`config.mk`:
```
export PLATFORM = sky130hd
export DESIGN_NAME = ycbcr_convert
export DESIGN_NICKNAME = d
export VERILOG_FILES = /design/src/hw/ipdc_pix_pkg.sv /design/src/hw/ycbcr_convert.sv
export SDC_FILE = /design/constraint.sdc
export NUM_CORES = 1
export LEC_CHECK = 0
export ABC_AREA = 0
export BUFFER_PORTS_ARGS = -buffer_cell sky130_fd_sc_hd__buf_2
export CORE_MARGIN = 5
export CORE_UTILIZATION = 45
export DETAILED_ROUTE_END_ITERATION = 16
export PLACE_DENSITY = 0.78
export SLEW_MARGIN = 20
export SYNTH_ARGS = -nofsm -noshare
export SYNTH_HDL_FRONTEND = slang
export SYNTH_SLANG_ARGS = --single-unit
```
`constraint.sdc`:
```
create_clock -name vclk -period 7.72
set_input_delay 1.158 -clock vclk [all_inputs]
set_output_delay 1.158 -clock vclk [all_outputs]
set_load 0.01 [all_outputs]
```
`src/hw/ipdc_pix_pkg.sv`:
```
package ipdc_pix_pkg;

	// one colour channel
	typedef logic [7:0] channel_t;

	// also carries Y, Cb, Cr in the r, g, b slots
	typedef struct packed {
		channel_t r;
		channel_t g;
		channel_t b;
	} rgb_t;

	// row in [7:4], column in [3:0]
	typedef logic [7:0] pix_addr_t;

	// row or column index
	typedef logic [3:0] coord_t;

	localparam int IMG_SIDE   = 16;
	localparam int IMG_PIXELS = IMG_SIDE * IMG_SIDE;

endpackage

```
`src/hw/ycbcr_convert.sv`:
```
module ycbcr_convert (
	input  ipdc_pix_pkg::rgb_t i_rgb,
	output ipdc_pix_pkg::rgb_t o_ycc
);
	import ipdc_pix_pkg::*;

	// eighths back to a channel, halves round up
	function automatic channel_t round_clamp(input logic signed [12:0] s8);
		logic signed [12:0] q;
		q = (s8 + 13'sd4) >>> 3;
		if (q < 0)
			return '0;
		else if (q > 13'sd255)
			return 8'hff;
		else
			return channel_t'(q[7:0]);
	endfunction

	logic signed [12:0] r_s;
	logic signed [12:0] g_s;
	logic signed [12:0] b_s;
	logic signed [12:0] y8;
	logic signed [12:0] cb8;
	logic signed [12:0] cr8;

	assign r_s = $signed({5'b00000, i_rgb.r});
	assign g_s = $signed({5'b00000, i_rgb.g});
	assign b_s = $signed({5'b00000, i_rgb.b});

	// 8Y = 2R + 5G
	assign y8  = (r_s <<< 1) + (g_s <<< 2) + g_s;
	// 8Cb = -R - 2G + 4B + 1024
	assign cb8 = (b_s <<< 2) - r_s - (g_s <<< 1) + 13'sd1024;
	// 8Cr = 4R - 3G - B + 1024
	assign cr8 = (r_s <<< 2) - (g_s <<< 1) - g_s - b_s + 13'sd1024;

	assign o_ycc.r = round_clamp(y8);
	assign o_ycc.g = round_clamp(cb8);
	assign o_ycc.b = round_clamp(cr8);

endmodule

```
-- After elaboration in Yosys (flattened, before gate mapping)
Index checks and enable logic that the tools add are counted.
- register bits after elaboration: 0
- word-level logic and storage cells: 24
- $add $sub $neg: 12
- $lt $le $gt $ge: 6
- mux-type cells: 6
- operators with widths (operator ; count):
    $mux 8 ; 6
    $gt 10x9->1 const B ; 3
    $lt 10x1->1 const B ; 3
    $add 13x4->13 const B ; 2
    $add 12x12->13 const B ; 1
    $add 12x3->13 const B ; 1
    $add 13x12->13 const B ; 1
    $sub 12x9->13 ; 1
    $add 11x8->12 ; 1
    $sub 11x10->12 ; 1
    $sub 11x9->12 ; 1
    $add 9x10->11 ; 1
    $sub 10x8->11 ; 1
    $sub 10x9->11 ; 1

-- Longest topological paths before layout
Gate-level depths: netlist of run 1.
- word-level depth: 8
- depth in mapped cells: 18
- mapped depth without buffers: 18

-- Worst setup path before layout of run 1
OpenSTA, ideal clock, no wires.
- kind: input-to-output
- from: in i_rgb[10] in the netlist's numbering
- to: out o_ycc[1] in the netlist's numbering
- arrival time: 4.376 ns
- setup slack: 2.186 ns
- stages on the path: 18
- buffers on the path: 0
- path through: inv_1 ha_1 nor2b_1 o21ai_1 a21oi_1 o21ai_0 nand2b_1 xnor2_1 fa_1 inv_1 ha_1 ha_1 a21o_1 a21o_1 a21oi_1 o21ai_2 xor2_2 o21a_1
- RTL lines (what ; RTL line ; source):
    start: declaration ; ycbcr_convert.sv:2 ; input ipdc_pix_pkg::rgb_t i_rgb,
    end: declaration ; ycbcr_convert.sv:3 ; output ipdc_pix_pkg::rgb_t o_ycc

==> results of run 1 <==
## critical path: stages
cell and delay (ns):
buf_2 0.17, inv_1 0.06, ha_1 0.28, nor2b_1 0.14, o211ai_1 0.20, a31o_1 0.21, nor2b_1 0.21, xor2_1 0.19
fa_1 0.44, inv_1 0.07, ha_1 0.22, ha_1 0.29, o21ai_0 0.11, nor2_1 0.21, o31ai_1 0.11, o2bb2ai_1 0.16
o21ai_1 0.42, o21a_1 0.20, buf_2 0.12
## stage by stage
stage | hold WS, ns | setup WS (ns) | power (µW) | instances
2_1_floorplan | 2.64 | 2.19 | 445 | 323
3_3_place_gp | 2.88 | 1.67 | 590 | 443
3_5_place_dp | 2.88 | 1.60 | 601 | 443
4_1_cts | 2.89 | 1.57 | 605 | 443
5_1_grt | 2.92 | 1.19 | 675 | 443
6_report | 2.88 | 1.58 | 597 | 443
## worst paths after layout
check	start	endpoint	slack [ns]	cells past startpoint
worst max-delay path	i_rgb[9]	o_ycc[7]	1.58	19
worst min-delay path	i_rgb[17]	o_ycc[16]	2.88	5
## final cells by class
type               count  area (µm²)
well taps             72        90.1
multi-input cells    272        2430
fillers              558        2630
repair buffers        48         240
inverters             51         191
## power breakdown
group | internal [µW] | leakage, µW | total [µW] | switching [µW]
combinational | 277 | 0.00153 | 597 | 320
sequential | 0 | 0 | 0 | 0
clock | 0 | 0 | 0 | 0
total | 277 | 0.00153 | 597 | 320
## routing by layer
layer	share of wire (%)	vias to the layer above	GRT usage, %	routed length, µm
li1	-	1234	-	-
met1	47	1137	20.7	2690
met2	48	59	27.8	2710
met3	4.4	2	0.951	251
met4	0.30	0	0.708	17
met5	0	-	0	0
## logic make-up after synthesis
family / after synthesis / share of synthesized area, %
compound gates: 89 / 24.6
fa+ha+maj: 84 / 44.1
simple gates: 68 / 12.9
buf+inv: 51 / 7.31
xor+xnor: 30 / 10.6
mux: 1 / 0.430
## Yosys cell counts, drive strengths merged, types with 2 or more instances
cell and number:
a211oi 2, a21boi 3, a21o 5, a21oi 26
a31oi 3, a41oi 2, and2 2, fa 14
ha 70, inv 51, nand2 12, nand2b 3
nand3 10, nor2 17, nor2b 7, nor3 7
nor4 2, o211ai 4, o21a 14, o21ai 20
or3 3, xnor2 17, xor2 13
## layout by cell type (no fill, tap or decap), types with 2 or more instances in the layout
| cell | Yosys | layout |
|---|---|---|
| nand2b_1 | 3 | 3 |
| inv_1 | 51 | 51 |
| nor3_1 | 7 | 7 |
| ha_1 | 70 | 70 |
| nand2_1 | 12 | 12 |
| a21o_1 | 5 | 5 |
| a21oi_1 | 24 | 24 |
| a31oi_1 | 2 | 2 |
| xnor2_1 | 16 | 16 |
| a21boi_0 | 2 | 2 |
| fa_1 | 14 | 14 |
| xor2_1 | 12 | 12 |
| a21oi_4 | 2 | 2 |
| o21ai_1 | 4 | 4 |
| nor4_1 | 2 | 2 |
| o211ai_1 | 3 | 3 |
| and2_1 | 2 | 2 |
| o21a_1 | 13 | 13 |
| buf_2 | 0 | 48 |
| or3_1 | 3 | 3 |
| o21ai_0 | 15 | 15 |
| nor2_1 | 17 | 17 |
| a211oi_1 | 2 | 2 |
| a41oi_1 | 2 | 2 |
| nor2b_1 | 7 | 7 |
| nand3_1 | 10 | 10 |
==> results.py, run 1 <==
metrics = {
    "run": {
        "max_cap_viol_count": 0,
    },
    "power_and_ir_drop": {
        "vdd_drop_max_uv": 101,
        "powerDensity_nw_per_um2": 203,
        "p_leak_uw": 0.00153,
    },
    "timing": {
        "finalHoldViolCount": 0,
        "rsz0062_at_grt": "no",
        "tightestPinTransition_ns": 0.498,
        "timing.fmax_ghz": 0.163,
        "setup_viol": 0,
        "setup_tns_ns": 0,
        "slew_violations": 0,
        "min_period_ns": 6.14,
        "relSlewSlack_pct": 66.6,
        "fin_crit_sh_pct": 79.5,
    },
    "floorplan": {
        "die_x_um": 86.3,
        "placementRows": 27,
        "die_h_um": 86.3,
        "dieArea_um2": 7450,
        "ios": 48,
        "core_um2": 5570,
        "start_util_pct": 47.0,
    },
    "placement": {
        "io_buffers": 48,
        "dp_hpwl_um": 5140,
        "gp_congestion": 0.915,
        "dpl_cell_area_um2": 2950,
    },
    "global_routing": {
        "grt_pass1_vias": 2340,
        "grt_overflow": 0,
        "grt_pass1_wl_um": 9780,
        "grt_max_degree": 9,
        "grtUsageTotal_pct": 15.2,
        "antenna_found_initial": 0,
    },
    "yosys": {
        "postSynthCellCount": 323,
        "syn_area_per_cell_um2": 8.11,
        "synth_top_area_share_pct": 33.4,
        "syn_area_um2": 2620,
        "yosysTopAreaCell": "ha_1",
        "synth_cell_types": 48,
        "ys_warn_count": 0,
        "syn_nets": 431,
        "ys_top_cells_by_area": "ha_1 33%, fa_1 11%, inv_1 7.3%, xnor2_1 5.4%, a21oi_1 4.6%",
        "ys_seq_area_share_pct": 0,
    },
    "routing": {
        "vias": 2432,
        "drc_errors": 0,
        "first_pass_iters": 4,
        "ant_nets": 0,
        "post_drt_wl_per_cell_um": 12.8,
        "viasPerCell": 5.49,
        "drt_iter0_drc": 91,
        "drt_wl_total_um": 5660,
    },
    "layout": {
        "diodes": 0,
        "fin_util_pct": 52.9,
        "design.seq.count": 0,
        "final_area_um2": 2950,
        "final_nets": 481,
        "drive_above_1_share_pct": 16.7,
        "synthToLayoutAreaGrowth_pct": 12.6,
        "nClkBuffers": 0,
        "register_area_um2": 0,
    },
    "hold_path": {
        "hold_path_class": "input pin to primary output",
    },
    "clock_network": {
        "post_cts_resized": 0,
        "postCtsHoldBufs": 0,
        "cts_setup_buffers": 0,
    },
    "setup_path": {
        "end_kind": "primary output",
        "worstPathRequired_ns": 6.56,
        "startpoint_type": "input pin",
        "crit_arrival_ns": 4.98,
        "critPathKind": "input pin to primary output",
        "worstPathMaxFanout": 8,
    },
    "run_status": {
        "status": "completed",
    },
}
(Power assumes the default switching activity.)
==> inputs of run 2 (changes only) <==
PLACE_DENSITY = 0.8   (was 0.78)
clock period = 5.6 ns   (was 7.72 ns; I/O delays follow)
==> run 2 against run 1 <==
Compared with the run above:
- total power increased by 41%
- worst hold slack got worse by 0.64 ns
- highest routed layer unchanged
- non-clock buffer count unchanged
- largest cell class unchanged
- clock-buffer cell count did not move
- die area stayed put
- utilization up 0.58 points
- critical path depth stayed put
- first-iteration DRC count fell by 35%
- sequential cell count unchanged
==> results.py, run 2 (same netlist as run 1, synthesis figures left out) <==
metrics = {
    "global_routing": {
        "grtUsageTotal_pct": 15.4,
        "antenna_found_initial": 0,
        "grt_pass1_vias": 2397,
        "grt_overflow": 0,
        "grt_max_degree": 9,
        "grt_pass1_wl_um": 9810,
    },
    "timing": {
        "relSlewSlack_pct": 76.9,
        "setup_viol": 0,
        "min_period_ns": 5.37,
        "setup_tns_ns": 0,
        "timing.fmax_ghz": 0.186,
        "finalHoldViolCount": 0,
        "tightestPinTransition_ns": 0.344,
        "slew_violations": 0,
        "fin_crit_sh_pct": 95.9,
    },
    "layout": {
        "design.seq.count": 0,
        "diodes": 0,
        "nClkBuffers": 0,
        "final_nets": 481,
        "drive_above_1_share_pct": 17.8,
        "register_area_um2": 0,
        "synthToLayoutAreaGrowth_pct": 13.9,
        "final_cell_mix": "70 x ha_1, 51 x inv_1, 48 x buf_2, 23 x a21oi_1, 17 x nor2_1",
        "final_common_cell": "ha_1",
        "final_area_um2": 2980,
    },
    "floorplan": {
        "die_x_um": 86.3,
        "start_util_pct": 47.0,
        "core_um2": 5570,
        "ios": 48,
        "placementRows": 27,
        "die_h_um": 86.3,
        "dieArea_um2": 7450,
    },
    "setup_path": {
        "path_cells": "buf_2, inv_1, ha_1, nor2b_1, o211ai_1, a31o_1, nor2b_1, xor2_1, fa_1, inv_1, ha_1, ha_1, o21ai_0, a21oi_1, nand2_2, o21ai_4, xor2_4, o21a_1, buf_2",
        "crit_top_cell": "ha_1",
        "path_buf_inv": 4,
        "cp.depth": 19,
        "path_delay_family": "adder cells",
        "max_stage_delay_ns": 0.43,
        "end_kind": "primary output",
        "startpoint_type": "input pin",
        "crit_slowest_cell": "fa_1",
        "crit_path_start": "i_rgb[9]",
        "worstPathRequired_ns": 4.76,
        "worstPathMaxFanout": 8,
        "critPathKind": "input pin to primary output",
        "crit_arrival_ns": 4.53,
    },
    "power_and_ir_drop": {
        "p_clk_share_pct": 0,
        "switching_share_pct": 53.9,
        "powerDensity_nw_per_um2": 283,
        "p_sw_uw": 454,
        "p_leak_uw": 0.00153,
        "power_frac_comb_pct": 100.0,
        "seq_power_share_pct": 0,
        "p_int_uw": 389,
        "power.total_uw": 843,
        "vdd_drop_max_uv": 133,
    },
    "routing": {
        "drt_iter0_drc": 59,
        "viasPerCell": 5.48,
        "drc_errors": 0,
        "vias": 2426,
        "drt_wl_total_um": 5720,
        "first_pass_iters": 4,
        "ant_nets": 0,
        "post_drt_wl_per_cell_um": 12.9,
    },
    "hold_path": {
        "hold_path_class": "input pin to primary output",
        "hold_depth": 5,
        "min_from": "i_rgb[17]",
    },
    "run": {
        "max_cap_viol_count": 0,
    },
    "placement": {
        "io_buffers": 48,
        "dp_hpwl_um": 5210,
        "dpl_cell_area_um2": 2950,
        "gp_congestion": 0.911,
    },
    "clock_network": {
        "postCtsHoldBufs": 0,
    },
    "run_status": {
        "status": "completed",
    },
}
## run 2: changes by cell type in the layout (fill, tap and decap cells not counted)
cell / change
xor2_2: -1
o21ai_1: -1
nand2_1: -1
a21oi_2: +1
o21ai_2: +1
o21ai_4: +1
nand2_2: +1
a21oi_1: -1
xor2_4: +1
o21ai_0: -1
## run 2: tightest hold or removal path, stage by stage
cell and delay [ns]:
buf_2 0.13, a21o_1 0.12, ha_1 0.10, nand3b_1 0.09, buf_2 0.12
## run 2: per-layer routing
metal | vias up | track usage (%) | part of all wire (%)
met4 | 0 | 2.41 | 1.2
met1 | 1128 | 20.4 | 47
met3 | 8 | 0.665 | 3.6
met5 | - | 0 | 0
li1 | 1239 | - | -
met2 | 51 | 28.1 | 48
## run 2: repair_timing
action | 4_1_cts | 5_1_grt
setup endpoints to repair | 0 | 8
resized for setup | 0 | 7
buffers inserted | 0 | 0
hold endpoints to repair | 0 | 0
## run 2: layout make-up
type	count	area (µm²)
Fill cell	524	2590
Multi-Input combinational cell	272	2460
Tap cell	72	90.1
Inverter	51	191
Timing Repair Buffer	48	240
## run 2: power groups by stage
stage	Sequential, µW	Clock, µW	Combinational, µW
after floorplan	0	0	613
after global placement	0	0	809
final	0	0	843
after CTS	0	0	836
after detailed placement	0	0	830
after global routing	0	0	950
## run 2: final timing paths
path	end	slack, ns
worst max-delay path	o_ycc[7]	0.23
worst min-delay path	o_ycc[16]	2.24
## run 2: through the flow
| stage | util [%] | hold slack, ns | instances | setup slack, ns |
|---|---|---|---|---|
| final | 53.5 | 2.24 | 443 | 0.229 |
| after global routing | 53.5 | 2.30 | 443 | -0.0208 |
| after CTS | 52.9 | 2.24 | 443 | 0.0684 |
| after detailed placement | 52.9 | 2.24 | 443 | 0.0805 |
| after global placement | 52.9 | 2.24 | 443 | 0.179 |
| after floorplan | - | 2.00 | 323 | 0.702 |
