==> src/hw/ipdc_op_pkg.sv <==
package ipdc_op_pkg;

	// host operation codes
	typedef enum logic [3:0] {
		LOAD        = 4'b0000,
		SHIFT_RIGHT = 4'b0100,
		SHIFT_LEFT  = 4'b0101,
		SHIFT_UP    = 4'b0110,
		SHIFT_DOWN  = 4'b0111,
		YCBCR       = 4'b1101
	} op_mode_t;

	// which path feeds the output register
	typedef enum logic {
		SRC_RGB,
		SRC_YCBCR
	} out_src_t;

	// controller states
	typedef enum logic [2:0] {
		S_IDLE,
		S_READY,
		S_WAIT_OP,
		S_LOAD,
		S_READ,
		S_SHOW
	} ctrl_state_t;

endpackage

==> src/hw/ipdc_pix_pkg.sv <==
package ipdc_pix_pkg;

	// one colour channel
	typedef logic [7:0] channel_t;

	// also carries Y, Cb, Cr in the r, g, b slots
	typedef struct packed {
		channel_t r;
		channel_t g;
		channel_t b;
	} rgb_t;

	// row in [7:4], column in [3:0]
	typedef logic [7:0] pix_addr_t;

	// row or column index
	typedef logic [3:0] coord_t;

	localparam int IMG_SIDE   = 16;
	localparam int IMG_PIXELS = IMG_SIDE * IMG_SIDE;

endpackage

==> src/hw/window_ctrl.sv <==
module window_ctrl #(
	parameter int WIN_SIDE = 4
) (
	input  logic                    i_clk,
	input  logic                    i_rst_n,
	input  logic                    i_op_valid,
	input  ipdc_op_pkg::op_mode_t   i_op_mode,
	input  logic                    i_in_valid,
	output logic                    o_op_ready,
	output logic                    o_in_ready,
	output logic                    o_out_valid,
	output ipdc_pix_pkg::pix_addr_t o_mem_addr,
	output logic                    o_mem_we,
	output ipdc_op_pkg::out_src_t   o_out_src
);
	import ipdc_op_pkg::*;
	import ipdc_pix_pkg::*;

	// largest origin that keeps the window inside the image
	localparam coord_t ORG_MAX  = coord_t'(IMG_SIDE - WIN_SIDE);
	localparam coord_t WIN_LAST = coord_t'(WIN_SIDE - 1);

	ctrl_state_t state;
	ctrl_state_t state_nxt;
	coord_t      org_row;
	coord_t      org_col;
	coord_t      scan_row;
	coord_t      scan_col;
	pix_addr_t   load_cnt;
	pix_addr_t   win_addr;
	out_src_t    src_r;
	logic        op_ready_r;
	logic        out_valid_r;
	logic        op_take;
	logic        scan_last;

	assign op_take   = (state == S_WAIT_OP) && i_op_valid;
	assign scan_last = (scan_row == WIN_LAST) && (scan_col == WIN_LAST);

	// ------------------------------------------------------------
	// state machine
	// ------------------------------------------------------------
	always_comb begin
		state_nxt = state;
		case (state)
			S_IDLE:    state_nxt = S_READY;
			S_READY:   state_nxt = S_WAIT_OP;
			S_WAIT_OP: begin
				if (i_op_valid) begin
					case (i_op_mode)
						LOAD:        state_nxt = S_LOAD;
						SHIFT_RIGHT,
						SHIFT_LEFT,
						SHIFT_UP,
						SHIFT_DOWN,
						YCBCR:       state_nxt = S_READ;
						// unknown code asks again
						default:     state_nxt = S_READY;
					endcase
				end
			end
			S_LOAD: begin
				if (i_in_valid && load_cnt == pix_addr_t'(IMG_PIXELS - 1))
					state_nxt = S_READY;
			end
			S_READ:    state_nxt = S_SHOW;
			S_SHOW:    state_nxt = scan_last ? S_READY : S_READ;
			default:   state_nxt = S_IDLE;
		endcase
	end

	always_ff @(posedge i_clk or negedge i_rst_n) begin
		if (!i_rst_n) begin
			state       <= S_IDLE;
			op_ready_r  <= 1'b0;
			out_valid_r <= 1'b0;
		end else begin
			state       <= state_nxt;
			op_ready_r  <= (state == S_READY);
			// data for a SHOW cycle lands in the output register on this edge too
			out_valid_r <= (state == S_SHOW);
		end
	end

	// ------------------------------------------------------------
	// origin and source select
	// ------------------------------------------------------------
	always_ff @(posedge i_clk or negedge i_rst_n) begin
		if (!i_rst_n) begin
			org_row <= '0;
			org_col <= '0;
			src_r   <= SRC_RGB;
		end else if (op_take) begin
			src_r <= (i_op_mode == YCBCR) ? SRC_YCBCR : SRC_RGB;
			case (i_op_mode)
				SHIFT_RIGHT: if (org_col < ORG_MAX) org_col <= org_col + coord_t'(1);
				SHIFT_LEFT:  if (org_col != '0)     org_col <= org_col - coord_t'(1);
				SHIFT_UP:    if (org_row != '0)     org_row <= org_row - coord_t'(1);
				SHIFT_DOWN:  if (org_row < ORG_MAX) org_row <= org_row + coord_t'(1);
				default:     ;
			endcase
		end
	end

	// ------------------------------------------------------------
	// load and scan counters
	// ------------------------------------------------------------
	always_ff @(posedge i_clk or negedge i_rst_n) begin
		if (!i_rst_n) begin
			load_cnt <= '0;
			scan_row <= '0;
			scan_col <= '0;
		end else begin
			// wraps back to 0 after the last pixel
			if (state == S_LOAD && i_in_valid)
				load_cnt <= load_cnt + pix_addr_t'(1);
			if (state == S_SHOW) begin
				if (scan_col == WIN_LAST) begin
					scan_col <= '0;
					scan_row <= scan_last ? coord_t'(0) : scan_row + coord_t'(1);
				end else begin
					scan_col <= scan_col + coord_t'(1);
				end
			end
		end
	end

	// origin + 16 * row + col
	assign win_addr = {org_row, org_col} + pix_addr_t'({scan_row, 4'b0000})
		+ pix_addr_t'(scan_col);

	assign o_mem_addr  = (state == S_LOAD) ? load_cnt : win_addr;
	assign o_mem_we    = (state == S_LOAD) && i_in_valid;
	assign o_in_ready  = (state == S_LOAD);
	assign o_op_ready  = op_ready_r;
	assign o_out_valid = out_valid_r;
	assign o_out_src   = src_r;

	a_origin_in_range: assert property (
		@(posedge i_clk) disable iff (!i_rst_n)
		(org_row <= ORG_MAX) && (org_col <= ORG_MAX)
	);

	// no pixel in the op-ready cycle or the two cycles after it
	a_strobes_apart: assert property (
		@(posedge i_clk) disable iff (!i_rst_n)
		o_out_valid |-> !o_op_ready && !$past(o_op_ready) && !$past(o_op_ready, 2)
	);

	// a write needs a taken LOAD code or a load already under way
	a_write_only_in_load: assert property (
		@(posedge i_clk) disable iff (!i_rst_n)
		o_mem_we |-> $past(state == S_LOAD) || $past(op_take && i_op_mode == LOAD)
	);

endmodule

==> config.mk <==
export PLATFORM = sky130hd
export DESIGN_NAME = window_ctrl
export DESIGN_NICKNAME = d
export VERILOG_FILES = /design/src/hw/ipdc_op_pkg.sv /design/src/hw/ipdc_pix_pkg.sv /design/src/hw/window_ctrl.sv
export SDC_FILE = /design/constraint.sdc
export NUM_CORES = 1
export LEC_CHECK = 0
export BUFFER_PORTS_ARGS = -buffer_cell sky130_fd_sc_hd__buf_2
export CAP_MARGIN = 15
export CORE_MARGIN = 2
export CORE_UTILIZATION = 58
export CTS_CLUSTER_DIAMETER = 50
export DETAILED_ROUTE_END_ITERATION = 8
export GPL_ROUTABILITY_DRIVEN = 0
export GPL_TIMING_DRIVEN = 0
export PLACE_DENSITY = 0.88
export SLEW_MARGIN = 20
export SYNTH_ARGS = -nofsm -noshare
export SYNTH_HDL_FRONTEND = slang
export SYNTH_SLANG_ARGS = --single-unit
==> constraint.sdc <==
create_clock -name i_clk -period 2.2 [get_ports i_clk]
set_clock_uncertainty 0.15 [all_clocks]
set_input_delay 0.11 -clock i_clk [delete_from_list [all_inputs] [get_ports i_clk]]
set_output_delay 0.11 -clock i_clk [all_outputs]
set_load 0.03 [all_outputs]
# Word level (Yosys, flattened, before mapping)

Index checks and enable logic that the tools add are counted.
W data, S select, Z words.

Output and inout port bits: 13
Register bits after elaboration: 30
Logic and storage cells: 69
Input port bits: 8

Reductions and logical operators: 15
Muxes and demuxes: 15
$add $sub $neg: 9
Order comparisons: 2
Eq/ne operators: 19

Operators with widths:

| operator              | number |
|---|---|
| $mux W4               | 6 |
| $pmux W3 S6           | 1 |
| $add A4 B1 Y4 const B | 4 |
| $eq A4 B3 Y1 const B  | 4 |
| $pmux W4 S2           | 2 |
| $ne A2 B2 Y1 const B  | 5 |
| $mux W3               | 3 |
| $add A8 B1 Y8 const B | 1 |
| $add A8 B4 Y8         | 1 |
| $add A8 B8 Y8         | 1 |
| $eq A4 B2 Y1 const B  | 2 |
| $eq A8 B8 Y1 const B  | 1 |
| $lt A4 B4 Y1 const B  | 2 |
| $mux W8               | 1 |
| $reduce_and A4 Y1     | 2 |
| $reduce_bool A4 Y1    | 2 |
| $sub A4 B1 Y4 const B | 2 |
| $eq A3 B2 Y1 const B  | 2 |
| $eq A3 B3 Y1 const B  | 2 |
| $pmux W3 S2           | 1 |
| $reduce_or A5 Y1      | 1 |
| $eq A4 B4 Y1 const B  | 1 |
| $logic_and A1 B1 Y1   | 4 |
| $logic_not A4 Y1      | 1 |
| 6 further kinds       | 8 |

# Depth between registers and ports, before layout

Gate-level depths: netlist of the first run.

Depth in word-level cells: 5
Gate-level depth with buffers: 8
Gate-level depth less buffers: 8

# Worst setup path after synthesis of the first run

Ideal clock, no wire load.

Path type: register -> output
Start: register org_col[0]
End: output o_mem_addr[6]
Cell stages (with the launch flop): 9
Path slack: -230 ps
Data required time: 1940 ps
Data arrival time: 2170 ps
Buffers on the path: 0
Cells stage by stage: dfrtp_1 > ha_1 > inv_1 > fa_1 > nor2b_1 > o31a_1 > o21ai_0 > nand2_1 > nor3b_1

Longest elaborated chain between the ends: 3

RTL lines:

| element                | line               | RTL |
|---|---|---|
| start, declared        | window_ctrl.sv:26  | `coord_t org_col;` |
| start signal, assigned | window_ctrl.sv:96  | `SHIFT_RIGHT: if (org_col < ORG_MAX) org_col <= org_col + coord_t'(1);` |
| start signal, assigned | window_ctrl.sv:97  | `SHIFT_LEFT: if (org_col != '0) org_col <= org_col - coord_t'(1);` |
| $add A8 B8 Y8          | window_ctrl.sv:129 | `assign win_addr = {org_row, org_col} + pix_addr_t'({scan_row, 4'b0000})` |
| $add A8 B4 Y8          | window_ctrl.sv:130 | `+ pix_addr_t'(scan_col);` |
| $mux W8                | window_ctrl.sv:132 | `assign o_mem_addr = (state == S_LOAD) ? load_cnt : win_addr;` |
| end, declared          | window_ctrl.sv:12  | `output ipdc_pix_pkg::pix_addr_t o_mem_addr,` |

No other way between the ends.

# Worst setup path in the final report of the first run

Same ends and word-level chain as after synthesis.

==> results.py, run 1 <==
metrics = {
    "critical_path": {
        "critPathKind": "flip-flop to output pin",
        "path_max_fanout": 2,
        "required_ns": 1.94,
        "arrival_ns": 2.14,
        "crit_path_start": "org_col[0]",
        "cp-start-kind": "flip-flop",
        "setup.worst_path.end_class": "output pin",
        "r2r_start": "org_row[0]",
    },
    "finish": {
        "diodes": 0,
        "final_cell_mix": "nand2_1 (20), dfrtp_1 (20), buf_4 (19)",
        "drive_gt1_share_pct": 36.72,
        "postLayoutCellArea_mm2": 0.002628,
        "area_delta_synth_final_pct": 33.93,
        "final_nets": 280,
    },
    "synth": {
        "synth_area_per_cell_um2": 9.617,
        "synth_top_cell_area_share_pct": 38.27,
        "synth_ff_type": "dfrtp_1",
        "netlist.top_cell.by_area": "dfrtp_1",
        "synth_area_leaders": "dfrtp_1 (38%), ha_1 (8.9%), xnor2_1 (6.3%), a21oi_1 (4.1%), nand2_1 (4.0%)",
        "synth_warnings": 0,
        "synth_cell_types": 42,
        "synth_edf_count": 0,
        "ys_ff_latch": 30,
        "ys_async_sr_fraction_pct": 100.0,
        "netlist_instances": 204,
        "yosysSeqAreaShare_pct": 38.27,
        "syn_nets": 229,
        "synthesis.area_mm2": 0.001962,
    },
    "detailed_routing": {
        "num_vias": 1761,
        "drc": 0,
        "drtPass1Iterations": 4,
        "final_antenna_net_count": 0,
        "wl_per_cell_um": 16.71,
        "routed_wl_mm": 5.046,
        "via_per_inst": 5.831,
        "drtIter0Drc": 155,
    },
    "power": {
        "p_leak_nw": 1.186,
        "powerDensity_mw_per_mm2": 1112,
        "ir_worst_vdd_mv": 1.308,
        "total_power_mw": 2.921,
    },
    "clock_tree": {
        "h-tree-depth": 2,
        "cts_buffers": 5,
        "path_clk_slew_ns": 0.11,
        "clock_latency_ns": 0.35,
        "clock-sinks": 30,
        "clk_path_buf_depth": 2,
        "cts_tree": "yes",
        "cts-root-buf": "clkbuf_4",
    },
    "global_routing": {
        "met2_usage_pct": 40.49,
        "grt_busiest_layer": "met2",
        "gr-total-overflow": 0,
        "grt_use_met3_pct": 5.797,
        "grt_first_pass_wirelength_mm": 7.555,
        "met1_usage_pct": 32.10,
        "grt_pass1_vias": 1628,
        "grt_usage_pct": 25.02,
        "antenna_found_initial": 0,
        "grt_max_degree": 31,
    },
    "hold_path": {
        "min_from": "i_op_mode[2]",
        "hp-class": "input pin to flip-flop",
    },
    "timing": {
        "finalHoldViolations": 0,
        "final.setup.worst_slack_ns": -0.2016,
        "final.min_clock_period_ns": 2.402,
        "max_freq_mhz": 416.4,
        "report.final.slew_viol_count": 0,
        "grt_setup_unrepaired": "yes",
        "relSlewSlack_pct": 53.35,
        "setup_viol": 6,
        "fin_crit_sh_pct": 109.2,
        "worst_slew_pin_slew_ns": 0.6997,
    },
    "place": {
        "hpwl_mm": 2.785,
        "port_buffers": 20,
        "placed_cell_area_mm2": 0.002125,
    },
    "status": {
        "violations": "negative setup slack",
        "outcome": "finished with violations",
    },
    "floorplan": {
        "rows": 21,
        "die_h_um": 62.16,
        "initial_core_util_pct": 59.73,
        "io_pins": 21,
        "die_area_mm2": 0.003864,
        "core-area_mm2": 0.003284,
        "die_x_um": 62.16,
    },
    "flow_run": {
        "maxCapViolations": 0,
    },
}
where the power goes:
| part | total (mW) | internal [mW] | switching, mW |
|---|---|---|---|
| Sequential | 0.853 | 0.690 | 0.164 |
| Combinational | 1.62 | 0.687 | 0.935 |
| Clock | 0.446 | 0.235 | 0.210 |
cells in the mapped netlist (all sizes together), types with 3 or more instances:
| cell type | number |
|---|---|
| a21o | 4 |
| a21oi | 16 |
| a31oi | 3 |
| dfrtp | 30 |
| fa | 3 |
| ha | 14 |
| inv | 8 |
| mux2 | 7 |
| nand2 | 21 |
| nand3 | 9 |
| nand4 | 5 |
| nor2 | 19 |
| nor2b | 4 |
| nor3 | 3 |
| nor3b | 6 |
| o21ai | 8 |
| xnor2 | 14 |
| xor2 | 7 |
kinds of logic (layout without fill, tap and decap cells):
group                      Yosys count  count (layout)  synth area share [%]
buffers and inverters               11              63                 2.168
DFF                                 30              30                 38.27
xor gates and xnor gates            21              21                 9.375
muxes                                7               7                 4.018
AOI/OAI and AO/OA                   38              38                 12.18
adders and majority gates           17              17                 11.99
and+or+nand+nor                     80              80                 22.00
metal layers:
layer  vias up  part of all wire [%]
li1        822                     -
met1       859                    39
met2        62                    53
met3        18                   4.9
met4         0                   2.9
met5         -                     0
final timing paths:
| path | slack [ns] | cells after the start | endpoint |
|---|---|---|---|
| worst max register to register | 0.08 | 5 | org_row[1] |
| worst max-delay path | -0.20 | 9 | o_mem_addr[6] |
| worst min-delay path | 0.03 | 4 | o_out_src |
| max in group asynchronous | 1.21 | 2 | scan_row[2] |
| worst min register to register | 0.37 | 1 | load_cnt[5] |
| min in group asynchronous | 0.19 | 2 | org_row[3] |
flip-flops by register name, summed over array words and instances (netlist names), 3 cells and up:
name,cells
load_cnt,8
state,3
org_col,4
org_row,4
scan_row,4
scan_col,4
metrics by stage:
| step | hold WS (ns) | TNS, ns | cells | utilization [%] | worst slack (ns) |
|---|---|---|---|---|---|
| finish | 0.03004 | -0.6977 | 302 | 80.00 | -0.2016 |
| detailed placement | 0.03576 | -0.07268 | 270 | 64.69 | -0.07268 |
| CTS | 0.01027 | -0.2596 | 296 | 75.35 | -0.1842 |
| global route | 0.07504 | -1.112 | 302 | 80.00 | -0.3091 |
| global placement | 0.03751 | -0.08546 | 270 | 64.69 | -0.08546 |
| floorplan | -0.3356 | 0 | 204 | - | 0.05910 |
what timing repair did:
action / in CTS / in global routing
pin swaps: 6 / 11
setup endpoints to repair: 6 / 9
setup buffers: 12 / 7
hold endpoints to repair: 35 / 0
gates resized for setup: 31 / 27
hold buffers: 6 / 0
final cells by class:
class	instances	area [µm²]
multi-input cells	163	1356
clock inverters	3	40.04
well taps	46	57.56
inverters	8	30.03
plain buffers	3	13.76
flip-flops and latches	30	763.2
fillers	198	656.9
repair buffers	44	329.1
clock buffers	5	37.54
worst max-delay path: stages, from the launching register on:
cell	delay (ns)
dfrtp_2	0.46
ha_4	0.17
inv_2	0.04
fa_2	0.22
nor2b_4	0.05
o31a_1	0.28
o21ai_2	0.16
nor3b_2	0.06
nor3b_2	0.16
buf_4	0.18
Power figures use the tool's default switching activity.
==> inputs of run 2 (changes only) <==
--- a/config.mk
+++ b/config.mk
@@ -14,6 +14,7 @@
 export GPL_ROUTABILITY_DRIVEN = 0
 export GPL_TIMING_DRIVEN = 0
 export PLACE_DENSITY = 0.88
+export RECOVER_POWER = 100
 export SLEW_MARGIN = 20
 export SYNTH_ARGS = -nofsm -noshare
 export SYNTH_HDL_FRONTEND = slang
==> run 2 against run 1 <==
  * The flow still finishes with violations (negative setup slack)
  * Critical path depth stayed put
  * Flip-flop and latch count stayed put
  * Sequential share of layout area is 0.055 points higher
  * Final cell count stayed put
  * Non-clock buffer count stayed put
  * Critical endpoint unchanged
  * Largest power group unchanged
  * Highest routed layer unchanged
==> results.py, run 2 (synthesis gave the netlist of run 1 again) <==
metrics = {
    "clock_tree": {
        "cts-root-buf": "clkbuf_4",
        "cts_buffers": 5,
        "clock-sinks": 30,
        "path_clk_slew_ns": 0.12,
        "cts_tree": "yes",
        "clock_latency_ns": 0.36,
        "h-tree-depth": 2,
        "clk_path_buf_depth": 2,
    },
    "detailed_routing": {
        "wl_per_cell_um": 16.85,
        "num_vias": 1773,
        "drtPass1Iterations": 4,
        "routed_wl_mm": 5.088,
        "drtIter0Drc": 141,
        "via_per_inst": 5.871,
        "final_antenna_net_count": 0,
        "drc": 0,
    },
    "power": {
        "total_power_mw": 2.925,
        "powerDensity_mw_per_mm2": 1115,
        "p_leak_nw": 1.171,
        "ir_worst_vdd_mv": 1.309,
    },
    "global_routing": {
        "grt_pass1_vias": 1628,
        "grt_usage_pct": 25.02,
        "gr-total-overflow": 0,
        "grt_use_met3_pct": 5.797,
        "grt_busiest_layer": "met2",
        "met1_usage_pct": 32.10,
        "grt_max_degree": 31,
        "met2_usage_pct": 40.49,
        "antenna_found_initial": 0,
        "grt_first_pass_wirelength_mm": 7.555,
    },
    "place": {
        "port_buffers": 20,
        "hpwl_mm": 2.785,
        "placed_cell_area_mm2": 0.002125,
        "place_ws_ns": -0.07268,
    },
    "critical_path": {
        "r2r_start": "org_row[0]",
        "cp_top_family": "flip-flops",
        "cp-start-kind": "flip-flop",
        "arrival_ns": 2.16,
        "path_max_fanout": 2,
        "crit_path_start": "org_col[0]",
        "setup.worst_path.end_class": "output pin",
        "cp_cell_sequence": "ha_4 -> inv_2 -> fa_2 -> nor2b_4 -> o31a_1 -> o21ai_2 -> nor3b_2 -> nor3b_2 -> buf_4",
        "timing.rr.end": "org_row[1]",
        "slowest_delay_ns": 0.46,
        "critical_path_depth": 9,
        "crit_end": "o_mem_addr[6]",
        "r2r_slack_ns": 0.08,
        "rr_worst_depth": 5,
        "worst-path-buf-inv": 2,
        "critPathKind": "flip-flop to output pin",
        "cp_slowest_cell": "dfrtp_2",
        "required_ns": 1.94,
        "crit_top_cell": "nor3b_2",
    },
    "floorplan": {
        "die_area_mm2": 0.003864,
        "die_x_um": 62.16,
        "io_pins": 21,
        "core-area_mm2": 0.003284,
        "die_h_um": 62.16,
        "initial_core_util_pct": 59.73,
        "rows": 21,
    },
    "flow_run": {
        "maxCapViolations": 0,
    },
    "finish": {
        "largest_reg_flops": 8,
        "area_delta_synth_final_pct": 33.67,
        "final_nets": 280,
        "final_cell_mix": "nand2_1 (20), dfrtp_1 (20), buf_4 (19)",
        "diodes": 0,
        "drive_gt1_share_pct": 35.16,
        "regMostFlops": "load_cnt",
        "postLayoutCellArea_mm2": 0.002623,
    },
    "timing": {
        "final.setup.worst_slack_ns": -0.2203,
        "finalHoldViolations": 0,
        "report.final.slew_viol_count": 0,
        "worst_slew_pin_slew_ns": 0.7945,
        "setup_viol": 6,
        "max_freq_mhz": 413.2,
        "final.min_clock_period_ns": 2.420,
        "relSlewSlack_pct": 47.03,
        "fin_crit_sh_pct": 110.0,
        "grt_setup_unrepaired": "yes",
    },
    "status": {
        "violations": "negative setup slack",
        "outcome": "finished with violations",
    },
    "hold_path": {
        "hp-class": "input pin to flip-flop",
    },
}
==> run 2: cell count changes in the layout (fill, tap and decap cells not counted), sizes merged <==
cell    before  now
clkbuf       7   12
buf         39   34
==> run 2: final cells by class <==
| class | count | area, µm² |
|---|---|---|
| Buffer | 3 | 12.51 |
| Clock buffer | 5 | 37.54 |
| Inverter | 8 | 30.03 |
| Tap cell | 46 | 57.56 |
| Clock inverter | 3 | 40.04 |
| Fill cell | 198 | 661.9 |
| Timing Repair Buffer | 44 | 325.3 |
| Sequential cell | 30 | 763.2 |
| Multi-Input combinational cell | 163 | 1356 |
==> run 2: worst min-delay path: stages <==
cell and delay [ns]:
buf_2 0.11, nand2_1 0.06, nor2_1 0.08, mux2_2 0.14
==> run 2: where the power goes <==
part / total [mW] / internal, mW / switching (mW)
clock network: 0.451 / 0.235 / 0.216
logic: 1.62 / 0.680 / 0.940
registers: 0.853 / 0.690 / 0.164
==> run 2: through the flow <==
step                      hold WS, ns  utilization (%)  cells  setup TNS [ns]
after floorplan               -0.3356                -    204               0
after global placement        0.03751            64.69    270        -0.08546
after detailed placement      0.03576            64.69    270        -0.07268
after CTS                     0.01027            75.35    296         -0.2596
after global routing          0.07504            79.85    302          -1.220
final                         0.02101            79.85    302         -0.7849
==> run 2: timing repair <==
action / CTS / global route
endpoints found under the hold margin: 35 / 0
cloned: 0 / 0
endpoints found under the setup margin: 6 / 9
buffers inserted: 12 / 7
resized for setup: 31 / 27
hold buffers: 6 / 0
pin swaps: 6 / 11
==> run 2: worst min path at each step <==
stage	from	to	slack (ns)	cells past startpoint
5_1_grt	i_op_mode[0]	org_col[0]	0.08	4
2_1_floorplan	i_rst_n	load_cnt[0]	-0.34	0
3_5_place_dp	i_rst_n	org_row[3]	0.04	1
6_report	i_op_mode[2]	o_out_src	0.02	4
4_1_cts	i_op_mode[2]	state[1]	0.01	4
3_3_place_gp	i_rst_n	org_row[1]	0.04	1
==> run 2: per-layer routing <==
layer  up-vias  part of all wire [%]
met4         0                   2.8
met2        64                    53
met3        20                   4.2
met5         -                     0
li1        824                     -
met1       865                    40
==> inputs of run 3 (changes only) <==
--- a/config.mk
+++ b/config.mk
@@ -15,6 +15,7 @@
 export GPL_TIMING_DRIVEN = 0
 export PLACE_DENSITY = 0.88
 export RECOVER_POWER = 100
+export SETUP_SLACK_MARGIN = 0.05
 export SLEW_MARGIN = 20
 export SYNTH_ARGS = -nofsm -noshare
 export SYNTH_HDL_FRONTEND = slang
==> run 3 against run 2 <==
  * The run still ends with negative setup slack left
  * Count of clock-buffer cells in the layout is the same
  * Non-clock buffer count grew 4
  * Sequential share of layout area is essentially flat
  * Register-to-register slack better by 0.11 ns
  * Cell area hardly changed
  * Die area unchanged
  * Critical path type unchanged
  * Clock power fell by 0.9%
  * Worst hold slack lost 0.014 ns
  * Critical path depth is the same
==> results.py, run 3 (synthesis gave the netlist of run 1 again) <==
metrics = {
    "status": {
        "outcome": "finished with violations",
        "violations": "negative setup slack",
    },
    "global_routing": {
        "grt_pass1_vias": 1703,
        "grt_usage_pct": 26.09,
        "gr-total-overflow": 0,
        "grt_first_pass_wirelength_mm": 7.928,
        "grt_max_degree": 31,
        "antenna_found_initial": 0,
    },
    "place": {
        "hpwl_mm": 2.785,
        "placed_cell_area_mm2": 0.002125,
        "place_ws_ns": -0.07268,
        "port_buffers": 20,
    },
    "critical_path": {
        "r2r_start": "scan_col[0]",
        "critPathKind": "flip-flop to output pin",
        "cp-start-kind": "flip-flop",
        "r2r_slack_ns": 0.19,
        "path_max_fanout": 2,
        "crit_top_cell": "nor3b_2",
        "worst-path-buf-inv": 2,
        "cp_slowest_cell": "dfrtp_2",
        "arrival_ns": 2.22,
        "timing.rr.end": "scan_row[2]",
        "setup.worst_path.end_class": "output pin",
        "cp_top_family": "adder cells",
        "slowest_delay_ns": 0.43,
        "cp_cell_sequence": "ha_4 -> inv_2 -> fa_2 -> nor2b_4 -> o31a_1 -> o21ai_2 -> nor3b_2 -> nor3b_2 -> buf_4",
        "rr_worst_depth": 6,
        "required_ns": 1.94,
    },
    "floorplan": {
        "die_x_um": 62.16,
        "rows": 21,
        "initial_core_util_pct": 59.73,
        "die_area_mm2": 0.003864,
        "die_h_um": 62.16,
        "io_pins": 21,
        "core-area_mm2": 0.003284,
    },
    "hold_path": {
        "min_from": "i_op_mode[1]",
        "min_delay_worst_endpoint": "state[1]",
        "hold_path_depth": 4,
        "hp-class": "input pin to flip-flop",
    },
    "clock_tree": {
        "clock_latency_ns": 0.37,
        "cts-root-buf": "clkbuf_4",
        "clock-sinks": 30,
        "cts_tree": "yes",
        "h-tree-depth": 2,
        "path_clk_slew_ns": 0.11,
        "clk_path_buf_depth": 2,
        "cts_buffers": 5,
    },
    "finish": {
        "largest_reg_flops": 8,
        "diodes": 0,
        "regMostFlops": "load_cnt",
        "mostFrequentLayoutCell": "buf_4",
        "area_delta_synth_final_pct": 33.61,
        "final_cell_mix": "buf_4 (24), nand2_1 (20), dfrtp_1 (20)",
        "final_nets": 284,
        "postLayoutCellArea_mm2": 0.002621,
        "drive_gt1_share_pct": 35.38,
    },
    "detailed_routing": {
        "final_antenna_net_count": 0,
        "routed_wl_mm": 5.607,
        "num_vias": 1846,
        "drtPass1Iterations": 4,
        "drc": 0,
        "via_per_inst": 6.033,
        "drtIter0Drc": 140,
        "wl_per_cell_um": 18.32,
    },
    "power": {
        "pwr-share-clk_pct": 15.1,
        "pwr-share-comb_pct": 56.0,
        "p_int_mw": 1.603,
        "swShare_pct": 45.74,
        "power_frac_seq_pct": 28.9,
        "ir_worst_vdd_mv": 1.296,
        "p_leak_nw": 1.188,
        "powerDensity_mw_per_mm2": 1127,
        "p_sw_mw": 1.351,
    },
    "timing": {
        "setup_tns_ns": -0.8223,
        "worst_slew_pin_slew_ns": 0.7740,
        "grt_setup_unrepaired": "yes",
        "finalHoldViolations": 0,
        "report.final.slew_viol_count": 0,
        "fin_crit_sh_pct": 112.7,
        "final.min_clock_period_ns": 2.480,
        "relSlewSlack_pct": 48.40,
        "final.setup.worst_slack_ns": -0.2799,
        "max_freq_mhz": 403.2,
        "setup_viol": 6,
    },
    "flow_run": {
        "maxCapViolations": 0,
    },
}
[run 3: area by class of cell]
class,count,area [µm²]
plain buffers,3,13.76
clock buffers,5,37.54
clock inverters,3,40.04
fillers,199,663.1
inverters,8,30.03
multi-input cells,163,1328
flip-flops and latches,30,763.2
well taps,46,57.56
repair buffers,48,351.6
[run 3: what timing repair did]
item,in CTS,in global routing
pin swaps,11,10
cloned,0,0
hold buffers,6,0
hold endpoints to repair,35,0
setup endpoints to repair,7,11
resized for setup,33,18
setup buffers,16,6
[run 3: per-stage QoR]
stage               utilization (%)  instances  total power [mW]  hold slack (ns)
floorplan                         -        204             1.796          -0.3356
global placement              64.69        270             2.095          0.03751
detailed placement            64.69        270             2.115          0.03576
CTS                           76.38        300             2.793          0.01027
global route                  79.81        306             3.130          0.06231
finish                        79.81        306             2.955         0.006729
[run 3: tightest hold or removal path, delay by kind of cell]
family                 cells  cell delay, ns
AO/OA/AOI/OAI              3            0.27
buffers and inverters      1            0.12
[run 3: how the worst max path moves through the flow]
stage / start / to / depth (start not counted)
6_report: org_col[0] / o_mem_addr[6] / 9
5_1_grt: org_col[0] / o_mem_addr[6] / 9
4_1_cts: org_col[0] / o_mem_addr[6] / 9
3_5_place_dp: org_col[0] / o_mem_addr[6] / 9
3_3_place_gp: org_col[0] / o_mem_addr[6] / 9
2_1_floorplan: org_col[0] / o_mem_addr[6] / 8
[run 3: power by group through the flow]
stage | Sequential [mW] | Clock (mW) | Combinational [mW]
floorplan | 0.854 | 0 | 0.943
global placement | 0.864 | 0 | 1.23
detailed placement | 0.867 | 0 | 1.25
CTS | 0.838 | 0.449 | 1.51
global route | 0.867 | 0.469 | 1.79
finish | 0.854 | 0.447 | 1.65
[run 3: layer usage]
metal | share of wire (%) | vias to the layer above | routed length, µm | track usage (%)
li1 | - | 843 | - | -
met5 | 0 | - | 0 | 0
met1 | 37 | 880 | 2067 | 33.21
met4 | 6.4 | 0 | 359 | 11.39
met3 | 6.0 | 37 | 335 | 5.797
met2 | 51 | 86 | 2845 | 42.93
